$ cat config.mk
export PLATFORM = sky130hd
export DESIGN_NAME = mem_align
export DESIGN_NICKNAME = d
export VERILOG_FILES = /design/src/rv_pkg.sv /design/src/mem_align.sv
export SDC_FILE = /design/constraint.sdc
export NUM_CORES = 1
export LEC_CHECK = 0
export ABC_AREA = 1
export BUFFER_PORTS_ARGS = -buffer_cell sky130_fd_sc_hd__buf_2
export CORE_AREA = 2 2 64 66
export DETAILED_ROUTE_END_ITERATION = 6
export DIE_AREA = 0 0 66 68
export GPL_ROUTABILITY_DRIVEN = 0
export GPL_TIMING_DRIVEN = 0
export PLACE_DENSITY = 0.75
export SLEW_MARGIN = 20
export SYNTH_ARGS = -nofsm -noshare
export SYNTH_HDL_FRONTEND = slang
export SYNTH_SLANG_ARGS = --single-unit
$ cat constraint.sdc
create_clock -name vclk -period 0.8
set_input_delay 0.04 -clock vclk [all_inputs]
set_output_delay 0.04 -clock vclk [all_outputs]
set_load 0.02 [all_outputs]
$ cat src/rv_pkg.sv
`default_nettype none

package rv_pkg;

  // ------------------------------
  // Widths and sizes
  // ------------------------------
  typedef logic [31:0] word_t;
  typedef logic [31:0] addr_t;
  typedef logic [31:0] instr_t;
  typedef logic [4:0]  reg_idx_t;
  typedef logic [3:0]  byte_en_t;

  localparam int mem_words = 1024;               // Memory depth in words.
  localparam int mem_idx_w = $clog2(mem_words);

  // ------------------------------
  // Encodings
  // ------------------------------
  typedef enum logic [6:0] {
    op_r      = 7'b0110011,
    op_imm    = 7'b0010011,
    op_load   = 7'b0000011,
    op_store  = 7'b0100011,
    op_branch = 7'b1100011,
    op_jal    = 7'b1101111,
    op_system = 7'b1110011
  } opcode_t;

  typedef enum logic [3:0] {
    alu_add, alu_sub, alu_and, alu_or, alu_xor, alu_slt
  } alu_op_t;

  typedef enum logic {adr_pc, adr_result} adr_src_t;
  typedef enum logic [1:0] {src_a_pc, src_a_old_pc, src_a_rs1, src_a_zero} alu_src_a_t;
  typedef enum logic [1:0] {src_b_rs2, src_b_imm, src_b_four} alu_src_b_t;
  typedef enum logic [1:0] {res_alu_out, res_mem_data, res_alu_result} result_src_t;

  typedef enum logic [3:0] {
    s_fetch, s_decode, s_mem_adr, s_mem_read, s_mem_wb, s_mem_write,
    s_exec_r, s_exec_i, s_alu_wb, s_branch, s_jal, s_halt
  } fsm_state_t;

  // ------------------------------
  // Bundles
  // ------------------------------
  typedef struct packed {
    logic        pc_update;
    logic        ir_write;
    logic        reg_write;
    logic        mem_write;
    logic        branch;
    logic        branch_ne;
    adr_src_t    adr_src;
    alu_src_a_t  alu_src_a;
    alu_src_b_t  alu_src_b;
    result_src_t result_src;
    logic        alu_force_add;
  } ctrl_t;

  typedef struct packed {
    logic                 en;
    logic [mem_idx_w-1:0] addr;                  // Word index.
    word_t                data;
  } load_port_t;

  typedef struct packed {
    logic     valid;
    addr_t    addr;
    word_t    data;
    byte_en_t byte_en;
  } store_obs_t;

endpackage

`default_nettype wire

$ cat src/mem_align.sv
`default_nettype none

module mem_align (
  input  wire rv_pkg::word_t rdata,
  input  wire rv_pkg::addr_t addr,
  input  wire logic [2:0]    funct3,
  input  wire rv_pkg::word_t store_src,
  input  wire logic          write,
  output rv_pkg::word_t      load_val,
  output rv_pkg::word_t      wdata,
  output rv_pkg::byte_en_t   byte_en
);

  logic [7:0]       lane;
  rv_pkg::byte_en_t mask;

  // ------------------------------
  // Load side
  // ------------------------------
  assign lane = rdata[8*addr[1:0] +: 8];

  always_comb begin
    if (funct3[1]) begin
      load_val = rdata;                          // lw.
    end else if (funct3[2]) begin
      load_val = {24'b0, lane};                  // lbu.
    end else begin
      load_val = {{24{lane[7]}}, lane};          // lb.
    end
  end

  // ------------------------------
  // Store side
  // ------------------------------
  assign wdata   = funct3[1] ? store_src : {4{store_src[7:0]}};
  assign mask    = funct3[1] ? 4'b1111 : (4'b0001 << addr[1:0]);
  assign byte_en = write ? mask : '0;

endmodule

`default_nettype wire

After elaboration in Yosys (flattened, before gate mapping)
Index checks and enable logic that the tools add are counted.
{ "word_totals": {"register_bits": 0, "elab_cells": 7, "out_inout_bits": 68} }
{ "op_classes": {"shift": 2, "mux": 5} }
{ "ops": {"columns": ["cell", "count"], "rows": [
  ["32-bit two-way mux", 3],
  ["32-bit by 6-bit indexed part select with 8-bit output", 1],
  ["4-bit two-way mux", 2],
  ["1-bit by 2-bit << shifter with 4-bit output, first input constant", 1]
]} }

Logic depth before layout (Yosys ltp)
{ "logic_depth": {"word_depth": 3, "ltp_mapped": 8} }

Least setup slack after synthesis
No wires, ideal clock.
{ "synth_path": {"path_kind": "input-to-output", "startpoint": "in funct3[1]", "endpoint": "out byte_en[0]", "cell_stages": 5, "t_required_ns": 0.760, "arrival_time_ns": 0.853, "path_buffers": 1, "setup_slack_ns": -0.093, "cell_sequence": "buf_2 inv_2 o21ai_1 inv_1 nor2_1"} }
{ "synth_between": {"elab_chain_len": 2} }
{ "synth_rtl": {"columns": ["item", "line_no", "rtl"], "rows": [
  ["start: declaration", "mem_align.sv:6", "input wire logic [2:0] funct3,"],
  ["4-bit two-way mux", "mem_align.sv:36", "assign mask = funct3[1] ? 4'b1111 : (4'b0001 << addr[1:0]);"],
  ["4-bit two-way mux", "mem_align.sv:37", "assign byte_en = write ? mask : '0;"],
  ["end: declaration", "mem_align.sv:11", "output rv_pkg::byte_en_t byte_en"]
]} }
No other way between the ends.

Final worst setup path
{ "layout_path": {"startpoint": "in addr[0]", "endpoint": "out load_val[20]"} }
{ "layout_between": {"elab_chain_len": 3} }
{ "layout_rtl": {"columns": ["item", "line_no", "rtl"], "rows": [
  ["start: declaration", "mem_align.sv:5", "input wire rv_pkg::addr_t addr,"],
  ["32-bit by 6-bit indexed part select with 8-bit output", "mem_align.sv:20", "assign lane = rdata[8*addr[1:0] +: 8];"],
  ["32-bit two-way mux", "mem_align.sv:25", "end else if (funct3[2]) begin"],
  ["32-bit two-way mux", "mem_align.sv:23", "if (funct3[1]) begin"],
  ["end: declaration", "mem_align.sv:9", "output rv_pkg::word_t load_val,"]
]} }
No other way between the ends.

==> flow_summary_export.csv <==
group,metric,value,unit
run_status,outcome,"complete, but fails checks",
run_status,violations,"setup timing",
route,antenna_left,0,
worst_setup_path,end_kind,"primary output",
route,drt_iter0_markers,93,
floorplan,fp.dieW,66,um
cells_and_area,multi_input_area,823,um^2
global_route,grt_pass1_vias,1556,
power_and_ir_drop,switching_share,54.4,%
power_and_ir_drop,power_density,773,nW/um^2
cells_and_area,syn_to_final_growth,152,%
yosys,yosysUniqueCellTypes,14,
min_path,hp-class,"primary input to primary output",
cells_and_area,n_antenna_cell,0,
power_and_ir_drop,p_clk_share,0,%
floorplan,start_util,21.8,%
yosys,syn_nets,300,
global_route,use_met2,38.5,%
power_and_ir_drop,p_sw,0.892,mW
yosys,ys_warn_count,0,
cells_and_area,clock_buffers,0,
yosys,synth.area.mux_share,0,%
worst_setup_path,critical-path-max-stage-delay,0.19,ns
global_route,grt_overflow,0,
sta,max_freq,1000,MHz
sta,fin_crit_sh,125,%
place,pre_cts_ws,-0.414,ns
cells_and_area,nNetsFinal,449,
worst_setup_path,critPathMaxFanout,10,
route,first_pass_iters,6,
cells_and_area,fillers,372,
power_and_ir_drop,intPower,0.748,mW
global_route,grt_first_pass_wirelength,6.56,mm
floorplan,coreArea,3860,um^2
power_and_ir_drop,seqPwrFrac,0,%
floorplan,die_h,68,um
place,io_buffers,136,
worst_setup_path,arrival,0.96,ns
worst_setup_path,crit_slowest_cell,"buf_8",
worst_setup_path,crit_required,0.76,ns
yosys,synth_top_family_by_area,"simple AND/OR/NAND/NOR gates",
yosys,yosys.area_share.simple,82.4,%
sta,fin_ws,-0.199,ns
worst_setup_path,crit_path_frequent_cell,"nand2_1",
power_and_ir_drop,combPwrFrac,100.0,%
global_route,gr-usage-met1,19.5,%
yosys,syn_area,841,um^2
yosys,synthCells,200,
sta,rsz0062_at_grt,"yes",
cells_and_area,drive_gt1_share,59.4,%
worst_setup_path,crit_path_cell_trace,"buf_12, clkinv_8, nand2_2, nand2_1, nand2_1, nand2_2, nand3_4, buf_8, nand2_1, buf_6",
power_and_ir_drop,p_leak,1.36,nW
yosys,synth-xor-area-share,0,%
yosys,synth_compound_area_share,1.19,%
clock_tree,cts_hold_buf,0,
route,via_per_inst,4.41,
yosys,ys_seq_area_share,0,%
route,dr_total_vias,1749,
run,drv_cap,0,
cells_and_area,final_core_util,55.0,%
yosys,synthAdderAreaFrac,0,%
sta,worst_slew_pin_slew,0.307,ns
yosys,avgSynthCellArea,4.20,um^2
route,drc,0,
sta,hold_viol,0,
worst_setup_path,critical_path.startpoint_type,"primary input",
global_route,track_usage,18.0,%
floorplan,rows,23,
place,detailedPlacementHpwl,3.31,mm
worst_setup_path,critPathTopFamily,"simple AND/OR/NAND/NOR gates",
worst_setup_path,critical_path_class,"primary input to primary output",
floorplan,die-area,4490,um^2
global_route,grt_start_max_net_pins,11,
sta,report.final.slew_viol_count,0,
route,detail_route.wl_per_cell,11.8,um
route,wirelength,4.67,mm
global_route,grtUsageMet3,2.14,%
cells_and_area,final-seq-area,0,um^2
sta,finalSetupViolations,35,
cells_and_area,seq_cell_count,0,
power_and_ir_drop,irDropWorstVdd,294,uV
global_route,gr-max-usage-layer,"met2",
global_route,antenna_found_initial,0,
floorplan,pin_count,168,
worst_setup_path,path_buf_inv,4,
sta,relSlewSlack,79.5,%
sta,fin_crit,0.999,ns
-- power groups by stage --
stage	Clock [mW]	Combinational, mW	Sequential, mW
4_1_cts	0	1.53	0
5_1_grt	0	1.76	0
3_5_place_dp	0	1.24	0
6_report	0	1.64	0
3_3_place_gp	0	1.23	0
2_1_floorplan	0	0.731	0
-- logic make-up after synthesis --
family	count (synthesis)
AND/OR/NAND/NOR	174
AO/OA/AOI/OAI	2
buffers and inverters	24
-- layout by cell type (no fill, tap or decap) --
master and instances:
buf_4 28, clkinv_8 1, buf_2 91, nor2_4 3, o21ai_4 1, nand3_1 6, nor2_1 3, nand2_4 4
clkbuf_2 2, inv_1 2, inv_2 3, nand3_2 1, inv_8 1, buf_6 38, nand2_1 130, buf_12 2
nor2_2 1, nand3_4 1, nand2_2 25, a21oi_2 1, buf_8 3
-- through the flow --
stage	hold slack (ns)	power [mW]	setup TNS, ns	std cells	area, um^2
2_1_floorplan	0.193	0.731	-0.0568	200	850
3_3_place_gp	0.392	1.23	-13.96	386	1590
3_5_place_dp	0.393	1.24	-14.89	386	1590
5_1_grt	0.402	1.76	-7.80	397	2120
4_1_cts	0.370	1.53	-4.70	395	1980
6_report	0.376	1.64	-5.59	397	2120
-- worst paths after layout --
| check | slack (ns) | to | depth (start not counted) | start |
|---|---|---|---|---|
| worst max-delay path | -0.20 | load_val[20] | 10 | addr[0] |
| worst min-delay path | 0.38 | load_val[0] | 4 | rdata[0] |
-- per-layer routing --
metal | vias up | wire (um)
li1 | 886 | -
met1 | 759 | 1710
met2 | 104 | 2550
met3 | 0 | 406
met4 | 0 | 0
met5 | - | 0
-- what timing repair did --
action	4_1_cts	5_1_grt
buffers inserted	8	2
endpoints found under the setup margin	60	56
gates cloned	1	0
pin swaps	9	21
gates resized for setup	104	45
-- layout make-up --
cell class | count | share of cell area [%]
inverter | 7 | 2.18
multi-input combinational | 176 | 38.8
tap | 50 | 2.95
timing repair buffer | 147 | 49.4
buffer | 17 | 6.67
-- synthesized netlist by cell type --
| cell | instances | area, um^2 |
|---|---|---|
| nand2_1 | 154 | 578 |
| buf_4 | 8 | 60.1 |
| nand3_1 | 7 | 35.0 |
| clkbuf_1 | 5 | 18.8 |
| inv_1 | 5 | 18.8 |
| nand2_2 | 5 | 31.3 |
| nor2_1 | 5 | 18.8 |
| buf_2 | 2 | 10.0 |
| buf_6 | 2 | 22.5 |
| inv_2 | 2 | 7.51 |
| nor2_2 | 2 | 12.5 |
| a21oi_1 | 1 | 5.00 |
| nand3_4 | 1 | 17.5 |
| o21ai_1 | 1 | 5.00 |
Power figures use the tool's default switching activity.
