[src/rv_pkg.sv]
`default_nettype none

package rv_pkg;

  // ------------------------------
  // Widths and sizes
  // ------------------------------
  typedef logic [31:0] word_t;
  typedef logic [31:0] addr_t;
  typedef logic [31:0] instr_t;
  typedef logic [4:0]  reg_idx_t;
  typedef logic [3:0]  byte_en_t;

  localparam int mem_words = 1024;               // Memory depth in words.
  localparam int mem_idx_w = $clog2(mem_words);

  // ------------------------------
  // Encodings
  // ------------------------------
  typedef enum logic [6:0] {
    op_r      = 7'b0110011,
    op_imm    = 7'b0010011,
    op_load   = 7'b0000011,
    op_store  = 7'b0100011,
    op_branch = 7'b1100011,
    op_jal    = 7'b1101111,
    op_system = 7'b1110011
  } opcode_t;

  typedef enum logic [3:0] {
    alu_add, alu_sub, alu_and, alu_or, alu_xor, alu_slt
  } alu_op_t;

  typedef enum logic {adr_pc, adr_result} adr_src_t;
  typedef enum logic [1:0] {src_a_pc, src_a_old_pc, src_a_rs1, src_a_zero} alu_src_a_t;
  typedef enum logic [1:0] {src_b_rs2, src_b_imm, src_b_four} alu_src_b_t;
  typedef enum logic [1:0] {res_alu_out, res_mem_data, res_alu_result} result_src_t;

  typedef enum logic [3:0] {
    s_fetch, s_decode, s_mem_adr, s_mem_read, s_mem_wb, s_mem_write,
    s_exec_r, s_exec_i, s_alu_wb, s_branch, s_jal, s_halt
  } fsm_state_t;

  // ------------------------------
  // Bundles
  // ------------------------------
  typedef struct packed {
    logic        pc_update;
    logic        ir_write;
    logic        reg_write;
    logic        mem_write;
    logic        branch;
    logic        branch_ne;
    adr_src_t    adr_src;
    alu_src_a_t  alu_src_a;
    alu_src_b_t  alu_src_b;
    result_src_t result_src;
    logic        alu_force_add;
  } ctrl_t;

  typedef struct packed {
    logic                 en;
    logic [mem_idx_w-1:0] addr;                  // Word index.
    word_t                data;
  } load_port_t;

  typedef struct packed {
    logic     valid;
    addr_t    addr;
    word_t    data;
    byte_en_t byte_en;
  } store_obs_t;

endpackage

`default_nettype wire

[src/alu.sv]
`default_nettype none

module alu (
  input  wire rv_pkg::word_t   a,
  input  wire rv_pkg::word_t   b,
  input  wire rv_pkg::alu_op_t op,
  output rv_pkg::word_t        y,
  output logic                 zero
);

  always_comb begin
    case (op)
      rv_pkg::alu_add: y = a + b;
      rv_pkg::alu_sub: y = a - b;
      rv_pkg::alu_and: y = a & b;
      rv_pkg::alu_or:  y = a | b;
      rv_pkg::alu_xor: y = a ^ b;
      rv_pkg::alu_slt: y = {31'b0, $signed(a) < $signed(b)};
      default:         y = '0;
    endcase
  end

  assign zero = (y == '0);                      // Equal operands under sub.

endmodule

`default_nettype wire

[config.mk]
export PLATFORM = sky130hd
export DESIGN_NAME = alu
export DESIGN_NICKNAME = d
export VERILOG_FILES = /design/src/rv_pkg.sv /design/src/alu.sv
export SDC_FILE = /design/constraint.sdc
export NUM_CORES = 1
export LEC_CHECK = 0
export BUFFER_PORTS_ARGS = -buffer_cell sky130_fd_sc_hd__buf_2
export CAP_MARGIN = 20
export CORE_MARGIN = 3
export CORE_UTILIZATION = 44
export DETAILED_ROUTE_END_ITERATION = 10
export PLACE_DENSITY = 0.66
export SYNTH_ARGS = -nofsm -noshare
export SYNTH_HDL_FRONTEND = slang
export SYNTH_SLANG_ARGS = --single-unit
[constraint.sdc]
create_clock -name vclk -period 3.9
set_input_delay 0.39 -clock vclk [all_inputs]
set_output_delay 0.39 -clock vclk [all_outputs]
set_load 0.01 [all_outputs]
Yosys cells after proc, flatten, opt, wreduce, memory -nomap -nowiden
Cells that the tools add are included.
W data, S select, Z words.
{"block": "totals", "reg_bits": 0, "input_bits": 68, "out_inout_bits": 33, "word_cells": 14}
{"block": "op_classes", "add_sub_neg": 2, "magnitude_cmp": 1, "eq_ne": 5, "n_mux": 1, "bitwise_logic": 3, "reduce_logical": 2}
{"operator": "$pmux W32 S6", "n": 1}
{"operator": "$add A32 B32 Y32", "n": 1}
{"operator": "$and A32 B32 Y32", "n": 1}
{"operator": "$logic_not A32 Y1", "n": 1}
{"operator": "$lt A32 B32 Y1", "n": 1}
{"operator": "$or A32 B32 Y32", "n": 1}
{"operator": "$sub A32 B32 Y32", "n": 1}
{"operator": "$xor A32 B32 Y32", "n": 1}
{"operator": "$eq A4 B2 Y1 const B", "n": 2}
{"operator": "$eq A4 B3 Y1 const B", "n": 2}
{"operator": "$eq A4 B1 Y1 const B", "n": 1}
{"operator": "$logic_not A4 Y1", "n": 1}

Longest topological paths before layout
{"block": "depth", "ltp_word": 3, "depth_mapped": 15, "depth_no_buf": 15}

Least setup slack after synthesis
OpenSTA, ideal clock, no wires.
{"block": "synth_path", "kind": "input port to output port", "start": "input a[0]", "end": "output zero", "arrival_time_ns": 3.272, "required_ns": 3.510, "slack_ns": 0.238, "cell_stages": 14, "path_buffers": 0, "cell_sequence": "inv_1 > ha_1 > inv_1 > fa_1 > nor2b_1 > o2111ai_1 > nand3b_1 > a311oi_1 > xnor2_1 > o221ai_1 > or4_1 > nor4_1 > nand4b_1 > nor2_1"}
{"block": "synth_via", "elab_chain_cells": 3, "elab_cells_between_ends": 8, "cone_classes": "add/sub: 2; order compare: 1; mux: 1; bitwise: 3; reduce/logical: 1"}
{"element": "from (decl)", "line": "alu.sv:4", "rtl": "input wire rv_pkg::word_t a,"}
{"element": "$sub A32 B32 Y32 / $add A32 B32 Y32 (equally long branches)", "line": "alu.sv:14, alu.sv:13"}
{"element": "$pmux W32 S6 *", "line": "alu.sv:12", "rtl": "case (op)"}
{"element": "via y[8]", "line": "alu.sv:7", "rtl": "output rv_pkg::word_t y,"}
{"element": "$logic_not A32 Y1 *", "line": "alu.sv:23", "rtl": "assign zero = (y == '0);"}
{"element": "to (decl)", "line": "alu.sv:8", "rtl": "output logic zero"}
Mark *: on every way through the listed nets, which the timed path passes. The rest lies on a longest branch.

Worst setup path after layout
{"block": "layout_path", "start": "input b[9]", "end": "output zero"}
{"block": "layout_via", "elab_chain_cells": 3, "elab_cells_between_ends": 8, "cone_classes": "add/sub: 2; order compare: 1; mux: 1; bitwise: 3; reduce/logical: 1"}
{"element": "from (decl)", "line": "alu.sv:5", "rtl": "input wire rv_pkg::word_t b,"}
{"element": "$sub A32 B32 Y32 (tied with other cells)", "line": "alu.sv:14", "rtl": "rv_pkg::alu_sub: y = a - b;"}
{"element": "$pmux W32 S6 *", "line": "alu.sv:12"}
{"element": "$logic_not A32 Y1 *", "line": "alu.sv:23"}
Mark *: on every way between the ends. The rest lies on a longest branch, timed or not.

==> impl_metrics.py <==
metrics = {
    "sta": {
        "period_needed_ns": 3.91,
        "drv_slew": 0,
        "slew-limit-headroom_pct": 52.3,
        "fin_crit_sh_pct": 100,
        "fin_ws_ns": -0.0104,
        "rsz0062_at_grt": "yes",
        "setup_viol": 1,
        "worstMarginPinSlew_ns": 0.712,
        "hold_viol": 0,
        "max_freq_mhz": 256,
    },
    "global_route": {
        "grt.total_usage_pct": 28.3,
        "grt_pass1_wl_mm": 33.5,
        "antenna_found_initial": 0,
        "grt-ovfl-total": 0,
        "grt_max_degree": 47,
        "grt_pass1_vias": 6849,
    },
    "power_and_ir_drop": {
        "power.total_mw": 1.18,
        "ir_worst_vdd_mv": 0.0795,
        "power_leakage_nw": 3.76,
        "p_per_area_nw_per_um2": 152,
    },
    "synthesis": {
        "synth_top_family_by_area": "compound AO/OA/AOI/OAI gates",
        "synthXorXnorAreaFrac_pct": 2.08,
        "synth-simple-area-share_pct": 25.8,
        "synthesis.area_um2": 5460,
        "yosysSeqAreaShare_pct": 0,
        "syn-num-nets": 1009,
        "synth_fa_ha_area_share_pct": 23.6,
        "synthCells": 839,
        "synth-compound-area-share_pct": 36.4,
        "yosysWarnings": 0,
        "ys_types": 83,
        "avgSynthCellArea_um2": 6.51,
        "synthMuxAreaShare_pct": 1.31,
    },
    "floorplanning": {
        "chipWidth_um": 117,
        "start_util_pct": 45.3,
        "coreArea_um2": 12100,
        "die_area_um2": 13800,
        "rows": 40,
        "die_h_um": 117,
        "io_pins": 101,
    },
    "layout": {
        "fin_util_pct": 64.4,
        "clockBufferCount": 0,
        "n_sequential_cell": 0,
        "sequential_cell_area_um2": 0,
        "syn2layout_area_growth_pct": 42.2,
        "nets": 1231,
        "fin_area_um2": 7770,
        "final_cells": 1227,
        "drive_gt1_share_pct": 33.4,
        "antenna_cells": 0,
    },
    "flow_run": {
        "drv_cap": 0,
    },
    "setup_path": {
        "critPathCaptureType": "output port",
        "cpMaxStageDelayCell": "or4b_4",
        "crit_chain": "buf_2, inv_1, ha_4, nor4_4, o21ai_2, buf_4, a41o_4, a21oi_1, o21a_1, o21ai_1, or4b_4, nor4_4, nand4b_1, nor2_1, buf_2",
        "crit_type": "in2out",
        "cp-start-kind": "primary input",
        "critPathArrivalTime_ns": 3.52,
        "crit_required_ns": 3.51,
        "crit_fanout": 4,
        "slowest_delay_ns": 0.57,
    },
    "placement": {
        "place_inst": 1216,
        "placed_cell_area_um2": 7130,
        "place_ws_ns": -0.492,
        "dpl.hpwl_mm": 16.3,
        "gp_congestion": 1.00,
        "io_buffer_count": 101,
    },
    "route": {
        "dr.pass1.iters": 8,
        "wl_per_cell_um": 17.2,
        "vias": 7299,
        "route.detailed.drc": 0,
        "drt-initial-drc-count": 755,
        "ant_nets": 0,
        "via_per_inst": 5.95,
        "wirelength_mm": 21.1,
    },
    "min_path": {
        "holdCritStartpoint": "op[1]",
        "hold_class": "in2out",
        "hold_depth": 6,
        "hold_path_end": "y[0]",
    },
    "outcome": {
        "failed_checks": "negative setup slack",
        "status": "finished, violations left",
    },
    "clock_tree": {
        "cts.hold.buffers_added": 0,
    },
}
## worst max-delay path: cells and delay by family
kind | cells | cell delay, ns
compound gates | 5 | 0.80
buf+inv | 4 | 0.51
fa+ha+maj | 1 | 0.23
simple gates | 5 | 1.60
## area by class of cell
cell class	instances	area, µm²
Fill cell	1132	4290
Inverter	98	375
Multi-Input combinational cell	694	5380
Tap cell	168	210
Timing Repair Buffer	267	1810
## how the worst max path moves through the flow
stage | from | end | slack, ns
finish | b[9] | zero | -0.01
global route | a[0] | zero | -0.17
CTS | b[6] | zero | -0.005
detailed placement | a[0] | zero | -0.49
global placement | a[0] | zero | -0.51
floorplan | a[0] | zero | 0.24
## what timing repair did
item,in CTS,in global routing
endpoints found under the setup margin,1,1
pin swaps,21,52
cloned,0,0
setup buffers,5,6
resized for setup,53,61
## where the power goes
part	internal (mW)	switching (mW)
Combinational	0.538	0.645
Sequential	0	0
Clock	0	0
## Yosys cell counts (7+ instances only)
| cell | count | area share (%) |
|---|---|---|
| o21a_1 | 10 | 1.4 |
| nor2_1 | 82 | 5.6 |
| ha_1 | 100 | 23 |
| o211ai_1 | 16 | 2.2 |
| xnor2_1 | 12 | 1.9 |
| clkbuf_1 | 20 | 1.4 |
| a22oi_1 | 10 | 1.4 |
| o21bai_1 | 7 | 0.96 |
| nor4_1 | 10 | 1.1 |
| nand4_1 | 9 | 1.0 |
| nand3_1 | 17 | 1.6 |
| a21oi_1 | 81 | 7.4 |
| a211oi_1 | 10 | 1.4 |
| o22ai_1 | 7 | 0.80 |
| nor2b_1 | 13 | 1.5 |
| nand2b_1 | 9 | 1.0 |
| inv_1 | 97 | 6.7 |
| o21ai_0 | 45 | 4.1 |
| and3_1 | 8 | 0.92 |
| and2_1 | 7 | 0.80 |
| or3_1 | 13 | 1.5 |
| buf_2 | 21 | 1.9 |
| o221ai_1 | 10 | 1.6 |
| o31ai_1 | 7 | 0.96 |
| a31oi_1 | 13 | 1.5 |
| nand2_1 | 56 | 3.8 |
| nor3_1 | 32 | 2.9 |
| a211o_1 | 8 | 1.3 |
## metrics by stage
| step | setup TNS, ns | hold slack [ns] |
|---|---|---|
| 6_report | -0.0104 | 1.42 |
| 5_1_grt | -0.170 | 1.47 |
| 4_1_cts | -0.00503 | 1.41 |
| 3_5_place_dp | -0.492 | 1.41 |
| 3_3_place_gp | -0.512 | 1.40 |
| 2_1_floorplan | 0 | 0.975 |
## cells in the final DEF (no fill, tap or decap), types with 10 or more instances in the layout
cell	instances
buf_4	164
ha_4	11
ha_1	85
inv_1	89
o21a_1	10
nand3_1	17
nor2b_1	12
xnor2_1	11
nor2_1	82
a22oi_1	10
buf_2	95
o211ai_1	16
a21oi_1	74
nor3_1	29
o21ai_0	40
or3_1	12
nand2_1	55
## routing by layer
| layer | vias to the layer above | track usage, % | part of all wire [%] |
|---|---|---|---|
| li1 | 3500 | - | - |
| met1 | 3333 | 37.8 | 42 |
| met2 | 392 | 46.0 | 45 |
| met3 | 74 | 3.66 | 9.1 |
| met4 | 0 | 11.6 | 4.1 |
| met5 | - | 0 | 0 |
## logic make-up (layout without fill, tap and decap cells)
kind of cell             after synthesis  count (layout)
multiplexers                           7               7
buffers and inverters                145             365
XOR/XNOR                              13              13
AND/OR/NAND/NOR                      280             280
AO/OA/AOI/OAI                        292             292
adder cells (fa/ha/maj)              102             102
Note: power is estimated with default switching activity, not from simulation.
