===== config.mk =====
export PLATFORM = sky130hd
export DESIGN_NAME = decode
export DESIGN_NICKNAME = d
export VERILOG_FILES = /design/src/rv_pkg.sv /design/src/decode.sv
export SDC_FILE = /design/constraint.sdc
export NUM_CORES = 2
export LEC_CHECK = 0
export BUFFER_PORTS_ARGS = -buffer_cell sky130_fd_sc_hd__buf_2
export CORE_ASPECT_RATIO = 0.7
export CORE_UTILIZATION = 50
export DETAILED_ROUTE_END_ITERATION = 8
export GPL_TIMING_DRIVEN = 0
export HOLD_SLACK_MARGIN = 0.05
export PLACE_DENSITY_LB_ADDON = 0.25
export SETUP_SLACK_MARGIN = 0.15
export SLEW_MARGIN = 10
export SYNTH_ARGS = -nofsm -noshare
export SYNTH_HDL_FRONTEND = slang
export SYNTH_SLANG_ARGS = --single-unit
export TNS_END_PERCENT = 1

===== constraint.sdc =====
create_clock -name clk -period 3.3 [get_ports clk]
set_input_delay 0.33 -clock clk [delete_from_list [all_inputs] [get_ports clk]]
set_output_delay 0.33 -clock clk [all_outputs]
set_load 0.05 [all_outputs]

===== src/rv_pkg.sv =====
`default_nettype none

package rv_pkg;

  // ------------------------------
  // Widths and sizes
  // ------------------------------
  typedef logic [31:0] word_t;
  typedef logic [31:0] addr_t;
  typedef logic [31:0] instr_t;
  typedef logic [4:0]  reg_idx_t;
  typedef logic [3:0]  byte_en_t;

  localparam int mem_words = 1024;               // Memory depth in words.
  localparam int mem_idx_w = $clog2(mem_words);

  // ------------------------------
  // Encodings
  // ------------------------------
  typedef enum logic [6:0] {
    op_r      = 7'b0110011,
    op_imm    = 7'b0010011,
    op_load   = 7'b0000011,
    op_store  = 7'b0100011,
    op_branch = 7'b1100011,
    op_jal    = 7'b1101111,
    op_system = 7'b1110011
  } opcode_t;

  typedef enum logic [3:0] {
    alu_add, alu_sub, alu_and, alu_or, alu_xor, alu_slt
  } alu_op_t;

  typedef enum logic {adr_pc, adr_result} adr_src_t;
  typedef enum logic [1:0] {src_a_pc, src_a_old_pc, src_a_rs1, src_a_zero} alu_src_a_t;
  typedef enum logic [1:0] {src_b_rs2, src_b_imm, src_b_four} alu_src_b_t;
  typedef enum logic [1:0] {res_alu_out, res_mem_data, res_alu_result} result_src_t;

  typedef enum logic [3:0] {
    s_fetch, s_decode, s_mem_adr, s_mem_read, s_mem_wb, s_mem_write,
    s_exec_r, s_exec_i, s_alu_wb, s_branch, s_jal, s_halt
  } fsm_state_t;

  // ------------------------------
  // Bundles
  // ------------------------------
  typedef struct packed {
    logic        pc_update;
    logic        ir_write;
    logic        reg_write;
    logic        mem_write;
    logic        branch;
    logic        branch_ne;
    adr_src_t    adr_src;
    alu_src_a_t  alu_src_a;
    alu_src_b_t  alu_src_b;
    result_src_t result_src;
    logic        alu_force_add;
  } ctrl_t;

  typedef struct packed {
    logic                 en;
    logic [mem_idx_w-1:0] addr;                  // Word index.
    word_t                data;
  } load_port_t;

  typedef struct packed {
    logic     valid;
    addr_t    addr;
    word_t    data;
    byte_en_t byte_en;
  } store_obs_t;

endpackage

`default_nettype wire


===== src/decode.sv =====
`default_nettype none

module decode (
  input  wire logic           clk,
  input  wire logic           arst_n,
  input  wire rv_pkg::instr_t instr,
  input  wire logic           reg_write,
  input  wire rv_pkg::word_t  wb_data,
  input  wire logic           alu_force_add,
  output rv_pkg::opcode_t     opcode,
  output logic [2:0]          funct3,
  output rv_pkg::word_t       rd1,
  output rv_pkg::word_t       rd2,
  output rv_pkg::word_t       imm,
  output rv_pkg::alu_op_t     alu_op
);

  rv_pkg::reg_idx_t rs1;
  rv_pkg::reg_idx_t rs2;
  rv_pkg::reg_idx_t rd;
  rv_pkg::word_t    regs [1:31];
  rv_pkg::alu_op_t  f3_op;

  assign opcode = rv_pkg::opcode_t'(instr[6:0]);
  assign funct3 = instr[14:12];
  assign rs1    = instr[19:15];
  assign rs2    = instr[24:20];
  assign rd     = instr[11:7];

  // ------------------------------
  // Immediates
  // ------------------------------
  always_comb begin
    case (opcode)
      rv_pkg::op_store:  imm = {{20{instr[31]}}, instr[31:25], instr[11:7]};
      rv_pkg::op_branch: imm = {{19{instr[31]}}, instr[31], instr[7], instr[30:25],
                                instr[11:8], 1'b0};
      rv_pkg::op_jal:    imm = {{11{instr[31]}}, instr[31], instr[19:12], instr[20],
                                instr[30:21], 1'b0};
      default:           imm = {{20{instr[31]}}, instr[31:20]};
    endcase
  end

  // ------------------------------
  // ALU control
  // ------------------------------
  always_comb begin
    case (funct3)
      3'b010:  f3_op = rv_pkg::alu_slt;
      3'b100:  f3_op = rv_pkg::alu_xor;
      3'b110:  f3_op = rv_pkg::alu_or;
      3'b111:  f3_op = rv_pkg::alu_and;
      default: f3_op = rv_pkg::alu_add;
    endcase
  end

  always_comb begin
    if (alu_force_add) begin
      alu_op = rv_pkg::alu_add;
    end else if (opcode == rv_pkg::op_branch) begin
      alu_op = rv_pkg::alu_sub;                  // Compare for beq and bne.
    end else if (opcode == rv_pkg::op_r && funct3 == 3'b000 && instr[30]) begin
      alu_op = rv_pkg::alu_sub;
    end else begin
      alu_op = f3_op;
    end
  end

  // ------------------------------
  // Register file
  // ------------------------------
  always_ff @(posedge clk or negedge arst_n) begin
    if (!arst_n) begin
      for (int i = 1; i < 32; i++) begin
        regs[i] <= '0;
      end
    end else if (reg_write && rd != '0) begin
      regs[rd] <= wb_data;
    end
  end

  assign rd1 = (rs1 == '0) ? '0 : regs[rs1];   // x0 reads as zero.
  assign rd2 = (rs2 == '0) ? '0 : regs[rs2];

endmodule

`default_nettype wire


* Word level (Yosys, flattened, before mapping)
Cells that the tools add are included.
** Storage, ports and cells
- Word-level logic and storage cells :: 70
- Input bits :: 68
- Output and inout bits :: 110
- Flip-flop bits (word level) :: 992
** Cells by class
- Order comparisons :: 4
- Bitwise operators :: 3
- Reduce and logical (&&, ||, !) cells :: 8
- Eq/ne operators :: 8
- Mux-type cells :: 16
** Operator list (number)
- $bwmux 992 :: 1
- $bmux 32 s5 :: 2
- $mux 32 :: 7
- $demux 32 s5 :: 1
- $pmux 20 s3 :: 1
- $ge 6x6->1 const B :: 3
- $not 5->6 :: 3
- $eq 7x6->1 const B :: 2
- $eq 7x7->1 const B :: 2
- $mux 4 :: 3
- $pmux 3 s4 :: 1
- $logic_not 5->1 :: 2
- $eq 3x3->1 const B :: 3
- $lt 6x1->1 const B :: 1
- $reduce_bool 5->1 :: 1
- $logic_and 1x1->1 :: 4
- $eq 3x2->1 const B :: 1
- $logic_not 3->1 :: 1

* Longest topological paths before layout
- Word-level depth :: 6
- Gate-level depth with buffers :: 10
- Depth with buffers taken out :: 5

* Worst setup path after synthesis
OpenSTA, ideal clock, no wires.
- Kind :: input port to output port
- Start :: in instr[15]
- End :: out rd1[10]
- Data arrival time :: 2.643 ns
- Setup slack :: 0.327 ns
- Path buffers :: 3
- Cell stages on the path :: 8
- Required time :: 2.970 ns
- Path through :: buf_6 -> nor2b_1 -> buf_2 -> buf_1 -> a22oi_1 -> a211oi_1 -> nor2_1 -> a221oi_1
** On the way
- Cells in the longest elaborated chain, start to end :: 5
- Elaborated cells on any way between the ends :: 6
- Classes of those cells :: mux (4); bitwise (1); reduce/logical (1)
** Ends and longest elaborated chain
- from (decl) :: line decode.sv:6 : input wire rv_pkg::instr_t instr,
- $not 5->6 (not written as such) :: line decode.sv:82 : assign rd1 = (rs1 == '0) ? '0 : regs[rs1];
- $bmux 32 s5 :: line decode.sv:82
- $mux 32 (not written as such) (2 in series) :: line decode.sv:82
- $mux 32 * :: line decode.sv:82
- to (decl) :: line decode.sv:12 : output rv_pkg::word_t rd1,
Every way passes the cells marked *; elsewhere a longest branch is shown, timed or not. The select of a mux whose other input is x is not followed.

* Worst setup path after layout
- Start :: in instr[16]
- End :: out rd1[18]
Same word-level chain as after synthesis.

==> results.json <==
{
  "fin_util_pct": 57.5,
  "avgViaCountPerCell": 6.86,
  "dp_cells": 5435,
  "stdcell_count": 5651,
  "coreArea_sq_um": 106000,
  "yosysSeqAreaShare_pct": 46.1,
  "worstSetupEndpointType": "output port",
  "nets": 4207,
  "violations": "negative setup slack",
  "clock-sinks": 992,
  "grt_max_degree": 148,
  "drive_gt1_share_pct": 49.9,
  "dieArea_sq_um": 109000,
  "placementRows": 100,
  "slew_violations": 0,
  "synthesis.nets": 3906,
  "cp_data_arrival_time_ps": 3010,
  "largest_reg_flops": 992,
  "start_kind": "input pin",
  "io_pins": 178,
  "timing.hold.ws_ps": 104,
  "wire_per_inst_um": 35.9,
  "ir_drop_uv": 424,
  "ys_types": 51,
  "ys.flop_type": "dfrtp_1",
  "cts_made_buffers": 101,
  "fmax_mhz": 299,
  "rsz0062_at_grt": "yes",
  "async_reset_ff_share_pct": 100,
  "grt_pass1_wl_um": 285000,
  "slew_headroom_pct": 14.4,
  "synth.cell_area_sq_um": 53800,
  "drt-initial-drc-count": 5752,
  "crit_type": "input pin to output port",
  "die_w_um": 394,
  "final_cell_mix": "1047 x mux2_2, 992 x dfrtp_1, 394 x mux4_2, 232 x buf_2, 179 x nand2_1",
  "finalCritPeriodShare_pct": 101,
  "cts-root-buf": "clkbuf_16",
  "largestRegisters": "regs x992",
  "worst_pin_slew_ps": 1280,
  "start_util_pct": 50.5,
  "port_buffers": 161,
  "status": "finished with violations",
  "htree_levels": 3,
  "rr_worst_depth": 1,
  "skew_ps": 0,
  "grt_pass1_vias": 37570,
  "avgSynthCellArea_sq_um": 14.0,
  "top_register": "regs",
  "gp_congestion": 1.08,
  "max-cap-violations": 0,
  "hpwl_um": 147000,
  "powerDensity_nw_per_um2": 621,
  "r2r_setup_slack_ps": 2470,
  "worstPathRequired_ps": 2970,
  "first_pass_iters": 8,
  "hold_violations": 0,
  "drc_errors": 0,
  "critPathMaxFanout": 10,
  "grt_remaining_overflow": 0,
  "leakage_uw": 0.0268,
  "drtAntennaViolNets": 0,
  "drt-total-wl_um": 203000,
  "yosysWarnings": 0,
  "dieHeight_um": 276,
  "hold_path.class": "input pin to asynchronous set/reset pin",
  "ys_seq_elements": 992,
  "insertion_delay_ps": 730,
  "netlist_instances": 3838,
  "clkSlewWorstSetupHoldPaths_ps": 60,
  "synth-edff-count": 0,
  "layout_setup_ws_ps": -44.6,
  "setup_violations": 9,
  "area_delta_synth_final_pct": 13.9,
  "period_needed_ps": 3340,
  "antenna_found_initial": 6,
  "vias": 38783,
  "grtUsageTotal_pct": 37.0,
  "cts_buffer_depth": 3,
  "cts_tree": "built",
  "final_common_cell": "mux2_2"
}
-- worst max-delay path, cell delays in order --
cell and delay [ps]:
buf_2 110, buf_4 320, buf_4 320, clkbuf_4 370, a221oi_1 150, o32ai_1 550, nor2_2 190, a31oi_2 330
buf_2 330
-- where the power goes --
part / switching (uW) / leakage (uW) / internal, uW
clock: 5230 / 0.00171 / 7010
combinational: 4790 / 0.0124 / 4600
sequential: 1870 / 0.0127 / 14600
-- metrics by stage --
stage,worst slack (ps),cell area (sq um),total power [uW],TNS (ps)
2_1_floorplan,327,53800,22200,0
3_3_place_gp,-20380,56400,25000,-
6_report,-44.6,61300,38000,-235
4_1_cts,8.87,61100,37600,0
3_5_place_dp,-1490,56600,25300,-53940
5_1_grt,-6.58,61200,39200,-6.58
-- Yosys cell counts (8+ instances only) --
library cell | n | area share, %
a21o_1 | 8 | 0.11
mux2_2 | 1047 | 22
o221ai_1 | 16 | 0.26
nor3_1 | 34 | 0.32
mux2i_1 | 154 | 2.9
a31oi_1 | 12 | 0.14
buf_2 | 102 | 0.95
o21ai_0 | 9 | 0.084
nor2b_1 | 74 | 0.86
mux2_1 | 27 | 0.57
dfrtp_1 | 992 | 46
nor2_1 | 66 | 0.46
o22ai_1 | 9 | 0.10
nand3_1 | 41 | 0.38
a21oi_1 | 100 | 0.93
mux4_2 | 394 | 16
a22oi_1 | 21 | 0.29
a221oi_1 | 61 | 0.99
buf_1 | 74 | 0.52
clkbuf_1 | 199 | 1.4
o21ai_1 | 31 | 0.29
nand2_1 | 180 | 1.3
o32a_1 | 16 | 0.30
buf_4 | 55 | 0.77
o211ai_1 | 36 | 0.50
a211oi_1 | 13 | 0.18
-- layer usage --
layer  track usage (%)  up-vias  part of all wire [%]
li1                  -    15195                     -
met2              47.7     2629                    39
met3              20.0      433                    16
met5              1.44        -                  0.13
met1              52.4    20516                    40
met4              12.3       10                   3.9
-- what timing repair did --
item | CTS | global route
hold buffers | 29 | 0
pin swaps | 4 | 4
setup buffers | 0 | 0
gates resized for setup | 272 | 33
endpoints found under the setup margin | 67 | 178
hold endpoints to repair | 172 | 0
-- path summary, 6_finish.rpt --
kind / to / startpoint
setup / recovery: rd1[18] / instr[16]
hold / removal: regs[892] / arst_n
setup reg to reg: regs[501] / regs[501]
hold reg to reg: regs[234] / regs[234]
max in group asynchronous: regs[177] / arst_n
min in group clk: regs[3] / wb_data[3]
-- kinds of logic after synthesis --
group	Yosys count	share of synthesized area [%]
XOR/XNOR	1	0.0163
flip-flops	992	46.1
AND/OR/NAND/NOR	426	3.68
AO/OA/AOI/OAI	355	4.56
multiplexers	1622	41.8
other	1	0.00697
buffers and inverters	441	3.74
-- final cells by class --
class | count | area (sq um)
sequential | 992 | 24800
tap | 1428 | 1790
timing repair buffer | 198 | 1360
inverter | 8 | 31.3
antenna | 3 | 7.51
multi-input combinational | 2405 | 27500
fill | 8564 | 45200
clock inverter | 43 | 526
buffer | 433 | 2350
clock buffer | 141 | 2910
No activity file was read; power rests on OpenSTA's default activity.
