==> src/rv_pkg.sv <==
`default_nettype none

package rv_pkg;

  // ------------------------------
  // Widths and sizes
  // ------------------------------
  typedef logic [31:0] word_t;
  typedef logic [31:0] addr_t;
  typedef logic [31:0] instr_t;
  typedef logic [4:0]  reg_idx_t;
  typedef logic [3:0]  byte_en_t;

  localparam int mem_words = 1024;               // Memory depth in words.
  localparam int mem_idx_w = $clog2(mem_words);

  // ------------------------------
  // Encodings
  // ------------------------------
  typedef enum logic [6:0] {
    op_r      = 7'b0110011,
    op_imm    = 7'b0010011,
    op_load   = 7'b0000011,
    op_store  = 7'b0100011,
    op_branch = 7'b1100011,
    op_jal    = 7'b1101111,
    op_system = 7'b1110011
  } opcode_t;

  typedef enum logic [3:0] {
    alu_add, alu_sub, alu_and, alu_or, alu_xor, alu_slt
  } alu_op_t;

  typedef enum logic {adr_pc, adr_result} adr_src_t;
  typedef enum logic [1:0] {src_a_pc, src_a_old_pc, src_a_rs1, src_a_zero} alu_src_a_t;
  typedef enum logic [1:0] {src_b_rs2, src_b_imm, src_b_four} alu_src_b_t;
  typedef enum logic [1:0] {res_alu_out, res_mem_data, res_alu_result} result_src_t;

  typedef enum logic [3:0] {
    s_fetch, s_decode, s_mem_adr, s_mem_read, s_mem_wb, s_mem_write,
    s_exec_r, s_exec_i, s_alu_wb, s_branch, s_jal, s_halt
  } fsm_state_t;

  // ------------------------------
  // Bundles
  // ------------------------------
  typedef struct packed {
    logic        pc_update;
    logic        ir_write;
    logic        reg_write;
    logic        mem_write;
    logic        branch;
    logic        branch_ne;
    adr_src_t    adr_src;
    alu_src_a_t  alu_src_a;
    alu_src_b_t  alu_src_b;
    result_src_t result_src;
    logic        alu_force_add;
  } ctrl_t;

  typedef struct packed {
    logic                 en;
    logic [mem_idx_w-1:0] addr;                  // Word index.
    word_t                data;
  } load_port_t;

  typedef struct packed {
    logic     valid;
    addr_t    addr;
    word_t    data;
    byte_en_t byte_en;
  } store_obs_t;

endpackage

`default_nettype wire

==> src/fetch.sv <==
`default_nettype none

module fetch (
  input  wire logic          clk,
  input  wire logic          arst_n,
  input  wire rv_pkg::ctrl_t ctrl,
  input  wire logic          zero,
  input  wire rv_pkg::word_t result,
  output rv_pkg::addr_t      pc,
  output rv_pkg::addr_t      old_pc
);

  logic taken;
  logic pc_en;

  assign taken = ctrl.branch && (ctrl.branch_ne ? !zero : zero);
  assign pc_en = ctrl.pc_update || taken;

  always_ff @(posedge clk or negedge arst_n) begin
    if (!arst_n) begin
      pc     <= '0;
      old_pc <= '0;
    end else begin
      if (pc_en) pc <= result;
      if (ctrl.ir_write) old_pc <= pc;          // Address of the fetched instruction.
    end
  end

endmodule

`default_nettype wire

==> config.mk <==
export PLATFORM = sky130hd
export DESIGN_NAME = fetch
export DESIGN_NICKNAME = d
export VERILOG_FILES = /design/src/rv_pkg.sv /design/src/fetch.sv
export SDC_FILE = /design/constraint.sdc
export NUM_CORES = 1
export LEC_CHECK = 0
export ABC_AREA = 1
export BUFFER_PORTS_ARGS = -buffer_cell sky130_fd_sc_hd__buf_2
export CELL_PAD_IN_SITES_DETAIL_PLACEMENT = 0
export CELL_PAD_IN_SITES_GLOBAL_PLACEMENT = 1
export CORE_MARGIN = 1
export CORE_UTILIZATION = 32
export CTS_BUF_LIST = sky130_fd_sc_hd__clkbuf_4 sky130_fd_sc_hd__clkbuf_8 sky130_fd_sc_hd__clkbuf_16
export DETAILED_ROUTE_END_ITERATION = 12
export PLACE_DENSITY_LB_ADDON = 0.05
export SLEW_MARGIN = 20
export SYNTH_ARGS = -nofsm -noshare
export SYNTH_HDL_FRONTEND = slang
export SYNTH_SLANG_ARGS = --single-unit
==> constraint.sdc <==
create_clock -name clk -period 0.8 [get_ports clk]
set_clock_uncertainty 0.05 [all_clocks]
set_input_delay 0.16 -clock clk [delete_from_list [all_inputs] [get_ports clk]]
set_output_delay 0.16 -clock clk [all_outputs]
set_load 0.03 [all_outputs]
Word-level counts from Yosys, hierarchy flattened:

Index checks and enable logic that the tools add are counted.

* register bits after elaboration: 64
* input bits: 49
* logic and storage cells: 6
* output and inout bits: 64

* reductions and logical operators: 3
* muxes and demuxes: 1

Operators by type and width (count)
* 1-bit logical AND: 1
* 1-bit zero test: 1
* 1-bit logical OR: 1
* 1-bit 2-to-1 mux: 1

Depth between registers and ports, before layout:

Gate-level depths: netlist of run 1.

* depth after elaboration: 4
* gate-level depth with buffers: 7
* mapped depth without buffers: 6

Worst setup path after synthesis of run 1:

No wires, ideal clock.

* path type: reg-to-reg
* start: reg pc[21]
* end: reg old_pc[21]
* slack: -145 ps
* required time: 625 ps
* stages on the path, launching flop included: 2
* period minus slack after synthesis: 945 ps
* path buffers: 0
* library setup time: 125 ps
* arrival: 770 ps
* cells stage by stage: dfrtp_1 mux2_2

RTL lines
* start: declaration: RTL line fetch.sv:9 `output rv_pkg::addr_t pc,`
* start signal: assignment: RTL line fetch.sv:24 `if (pc_en) pc <= result;`
* end signal: assignment: RTL line fetch.sv:25 `if (ctrl.ir_write) old_pc <= pc;`
* end: declaration: RTL line fetch.sv:10 `output rv_pkg::addr_t old_pc`

No word-level cell between the ends.

Worst setup path in the final report of run 1:

* start: reg pc[30]
* end: out pc[30]

No word-level cell between the ends.

==> results.md, run 1 <==
* Flop2flop setup slack at -170 ps
* Total GRT Usage at 19.3%
* Actual slew at the worst max-slew pin at 280 ps
* Clock Tree Buf Depth at 2
* Max-Cap Viols at 0
* Detailed-route DRC error count at 0
* IO Pins at 113
* Yosys reg bits at 64
* Clk slew on worst S/H paths at 70 ps
* Die ar. at 8310 um2
* Synth warn at 0
* RR Endpoint: old_pc[27]
* Root buf cell: clkbuf_8
* Top cells by area, synth: dfrtp_1, mux2_2, nand2_1
* Layout area overhead at 95.8%
* Core Region at 7690 um2
* First-pass GRT wire length at 12.2 mm
* Die Wd at 91.2 um
* Initial Util at 33.1%
* Psw at 3200 uW
* Failing checks: setup timing
* Vias per cell at 4.41
* Min Tclk post-route at 1120 ps
* Final worst slack at -320 ps
* Flop pwr share at 39.4%
* Maximum vdd drop at 1.18 mV
* Period utilization at 140%
* Final Wtd Congestion at 0.677
* RSZ-0062 raised after global routing: yes
* Worst hold margin at 300 ps
* Height of the die at 91.2 um
* TritonCTS buffer count at 9
* M3 GR Usage at 5.78%
* Initial drt markers at 34
* Slew Limit Fails at 0
* Grt met1 use at 24.9%
* Htree depth at 3
* Power, Total at 10400 uW
* Synth unique cells at 11
* Antenna diode count at 0
* DP HPWL at 4.25 mm
* Yosys top cell area share at 63.0%
* Post-route ant nets at 0
* Worst Setup SP: pc[30]
* Min-Delay Path Class: input pin to asynchronous set/reset pin
* Final hold violations at 0
* First-pass iteration count of the detailed router at 4
* R2r startpoint: pc[27]
* Mapped Avg Cell Area at 12.0 um2
* Crit-path max cell delay at 430 ps
* Slew margin rel. at 81.4%
* Most frequent cells in the layout: buf_6, dfrtp_2, nand2_1
* Crit start category: flop
* Area leader, netlist: dfrtp_1
* Crit path depth at 1
* Vias at 2233
* CTS Sinks at 64
* Crit path capture: pc[30]
* Design area at 4980 um2
* Register area share after synthesis at 63.0%
* Sw Share at 30.8%
* Arrival @ worst endpoint at 910 ps
* Placed Cells at 413
* IO buf count at 102
* Synth Instances at 212
* Row cnt at 32
* Leak pwr at 0.00243 uW
* Setup-failing EPs final at 114
* Routed wire length at 7.32 mm
* CP Capture Type: output port
* Post-Synthesis Cell Area at 2540 um2
* Setup WS pre-CTS at -309 ps
* Layout net count at 449
* Power share of the combinational group at 34.3%
* Syn Nets at 261
* Req. time, crit path at 590 ps
* Crit path kind: flop to output port
* Worst path bufs/invs at 1
* Slowest CP cell: dfrtp_2
* Clock tree from TritonCTS: yes
* Clock power share at 26.3%
* Commonest non-fill, non-tap cell in the layout: buf_6
* Crit-path max FO at 3
* Worst Reg2Reg Path Length in Cells at 2
* Initial antenna violation count at 0
* Busiest grt layer: met2
* Fin cells at 506
* Gr ovfl total at 0
* Fmax at 893 MHz
* Placed Area at 3400 um2
* Vias in the first global route at 2395
* Worst path cell trace: buf_6
* Power density cells at 2080 nW/um2
* Status: complete, but fails checks
* Met2 Usage GRT at 31.8%
* Pin count of the biggest net entering global routing at 38
* Layout cells sized above 1 at 75.2%
* Family with the most delay on the worst path: flip-flops
* Drt wl/cell at 14.5 um
* Clk_lat worst skew at 330 ps
* Int Power at 7170 uW
[flip-flops by register name, indices dropped and copies added, names as in the netlist]
| register | count |
|---|---|
| old_pc | 32 |
| pc | 32 |
[per-layer routing]
layer	up-vias	routed length, um
met5	-	0
met4	0	62
met3	5	292
met2	61	3690
met1	1098	3270
li1	1069	-
[through the flow]
step                TNS [ps]  util (%)
floorplan              -3330         -
global placement      -14850      44.3
detailed placement    -15670      44.3
CTS                   -25230      63.5
global route          -28080      64.8
finish                -24090      64.8
[power groups by stage]
stage | combinational, uW | clock, uW | sequential [uW]
6_report | 3560 | 2720 | 4090
2_1_floorplan | 720 | 0 | 4860
3_5_place_dp | 2270 | 0 | 4040
3_3_place_gp | 2260 | 0 | 4040
4_1_cts | 3480 | 2830 | 4080
5_1_grt | 3790 | 2960 | 4130
[synth_stat cells]
| cell | instances |
|---|---|
| nand3_1 | 32 |
| buf_2 | 6 |
| nand3_4 | 1 |
| mux2_2 | 26 |
| nand2_1 | 65 |
| mux2_4 | 6 |
| nand2_2 | 1 |
| buf_6 | 7 |
| nand2_4 | 1 |
| dfrtp_1 | 64 |
| inv_1 | 3 |
[layout make-up]
class	instances	area [um2]
Fill cell	618	2710
Timing Repair Buffer	190	1880
Sequential cell	64	1680
Multi-Input combinational cell	132	1080
Clock buffer	11	145
Tap cell	102	128
Clock inverter	4	45.0
Inverter	3	18.8
[worst min path at each step]
stage	slack, ps	startpoint	cells after the start	end
2_1_floorplan	-190	arst_n	0	old_pc[0]
3_5_place_dp	120	arst_n	2	old_pc[18]
4_1_cts	1	result[17]	3	pc[17]
3_3_place_gp	120	arst_n	2	old_pc[18]
5_1_grt	300	ctrl[12]	3	old_pc[30]
6_report	300	arst_n	3	old_pc[17]
[cell families (layout without fill, tap and decap cells)]
family                 after synthesis  after routing  share of synthesized area, %
flip-flops                          64             64                          63.0
AND/OR/NAND/NOR                    100            100                          17.3
buffers and inverters               16            208                          4.72
multiplexers                        32             32                          15.1
[timing repair]
| item | CTS | global route |
|---|---|---|
| gates cloned | 0 | 0 |
| pin swaps | 26 | 5 |
| resized for setup | 190 | 40 |
| setup endpoints to repair | 96 | 125 |
| hold buffers | 32 | 1 |
| hold endpoints to repair | 95 | 1 |
| setup buffers | 41 | 32 |
Note: power is estimated with default switching activity, not from simulation.
==> run 2: changes to the inputs <==
Settings changed: TNS_END_PERCENT set to 30.
==> results.md, run 2 (same netlist as run 1, synthesis figures left out) <==
* Initial drt markers at 46 (+35%)
* Worst path bufs/invs at 1 (unchanged)
* Layout cells sized above 1 at 73.9% (-1.4 points)
* Die ar. at 8310 um2 (unchanged)
* Drt wl/cell at 14.8 um (+2.1%)
* Row cnt at 32 (unchanged)
* Vias per cell at 4.40 (-0.39%)
* Actual slew at the worst max-slew pin at 296 ps (+16.1 ps)
* Largest regs: old_pc x32, pc x32
* Routed wire length at 7.50 mm (+2.5%)
* Initial antenna violation count at 0 (unchanged)
* Placed Area at 3430 um2 (+0.74%)
* Crit-path max FO at 2 (-1)
* Final hold violations at 0 (unchanged)
* Family with the most delay on the worst path: flip-flops
* Min Tclk post-route at 1120 ps (-4.49 ps)
* Crit path kind: flop to output port
* IO Pins at 113 (unchanged)
* Vias in the first global route at 2330 (-2.7%)
* Slowest CP cell: dfrtp_2
* Antenna diode count at 0 (unchanged)
* Final Wtd Congestion at 0.694 (+2.4%)
* Design area at 4960 um2 (-0.48%)
* Leak pwr at 0.00243 uW (about the same)
* Most frequent cells in the layout: buf_6, dfrtp_2, nand2_1
* Commonest non-fill, non-tap cell in the layout: buf_6
* Power density cells at 2040 nW/um2 (-2.0%)
* RSZ-0062 raised after global routing: yes
* Slew margin rel. at 80.3% (-1.1 points)
* Height of the die at 91.2 um (unchanged)
* Fillers at 622 (+0.65%)
* Layout net count at 451 (+0.45%)
* Core Region at 7690 um2 (unchanged)
* Worst path cell trace: buf_6
* Post-route ant nets at 0 (unchanged)
* Clk slew on worst S/H paths at 70 ps (about the same)
* Status: complete, but fails checks
* Crit start category: flop
* Period utilization at 139% (-0.56 points)
* Fmax at 897 MHz (+0.40%)
* Total GRT Usage at 18.8% (-0.52 points)
* Root buf cell: clkbuf_8
* Die Wd at 91.2 um (unchanged)
* Setup-failing EPs final at 118 (+3.5%)
* Maximum vdd drop at 1.01 mV (-14%)
* Clk_lat worst skew at 330 ps (about the same)
* Final worst slack at -315 ps (+4.49 ps)
* Pin count of the biggest net entering global routing at 31 (-18%)
* Clock Tree Buf Depth at 2 (unchanged)
* CP Capture Type: output port
* Gr ovfl total at 0 (unchanged)
* DP HPWL at 4.43 mm (+4.2%)
* Req. time, crit path at 590 ps (about the same)
* Detailed-route DRC error count at 0 (unchanged)
* Setup Total Neg Slack at -26560 ps (-2460 ps)
* Layout area overhead at 94.9%
* Htree depth at 3 (unchanged)
* Vias at 2233 (unchanged)
* Slew Limit Fails at 0 (unchanged)
* TritonCTS buffer count at 9 (unchanged)
* Max-Cap Viols at 0 (unchanged)
* Clock tree from TritonCTS: yes
* Initial Util at 33.1% (unchanged)
* Arrival @ worst endpoint at 910 ps (about the same)
* Min-Delay Path Class: input pin to asynchronous set/reset pin
* First-pass GRT wire length at 12.0 mm (-2.1%)
* First-pass iteration count of the detailed router at 4 (unchanged)
* IO buf count at 102 (unchanged)
* Crit-path max cell delay at 430 ps (about the same)
* CTS Sinks at 64 (unchanged)
* Failing checks: setup timing
[run 2: cell count changes in the layout (fill, tap and decap cells not counted), moves of 2 or more]
cell,previous run,this run
buf_4,6,9
buf_6,108,105
buf_12,5,7
inv_1,1,3
nand3_2,28,25
nand3_1,4,7
[run 2: final timing paths]
check	startpoint	to	slack, ps	cells past startpoint
max	pc[17]	pc[17]	-320	1
min	arst_n	pc[16]	160	2
max reg2reg	pc[3]	old_pc[3]	-270	3
min reg2reg	old_pc[6]	old_pc[6]	480	1
max in group asynchronous	arst_n	pc[8]	90	3
min in group clk	ctrl[12]	old_pc[5]	290	3
[run 2: timing repair]
action,4_1_cts,5_1_grt
endpoints found under the hold margin,96,0
buffers inserted,25,20
resized for setup,170,26
setup endpoints to repair,96,121
pin swaps,22,6
hold buffers,33,0
[run 2: through the flow]
stage          utilization, %  hold slack, ps  setup WS, ps  power [uW]  cells
2_1_floorplan               -            -186          -104        5570    212
3_3_place_gp             44.6           -15.5          -185        6330    415
3_5_place_dp             44.6           -12.0          -207        6340    415
4_1_cts                  61.2             151          -334        9950    488
5_1_grt                  64.5             162          -346       10600    508
6_report                 64.5             164          -315       10100    508
[run 2: cell type report]
cell class / instances / area, um2 / share of cell area [%]
multi-input combinational: 132 / 1050 / 21.2
clock inverter: 3 / 17.5 / 0.353
sequential: 64 / 1680 / 33.9
clock buffer: 12 / 159 / 3.21
timing repair buffer: 192 / 1910 / 38.5
inverter: 3 / 11.3 / 0.227
tap: 102 / 128 / 2.57
[run 2: report_power, final]
part	internal (uW)	total (uW)	switching (uW)
Clock	1300	2520	1220
Combinational	1900	3520	1610
Sequential	3720	4090	365
Total	6920	10100	3190
[run 2: metal layers]
metal	part of all wire, %	vias to the layer above	track usage [%]	routed length, um
li1	-	1075	-	-
met1	43	1086	23.4	3200
met2	53	63	32.0	3950
met3	3.3	9	3.52	248
met4	1.4	0	7.54	103
met5	0	-	0	0
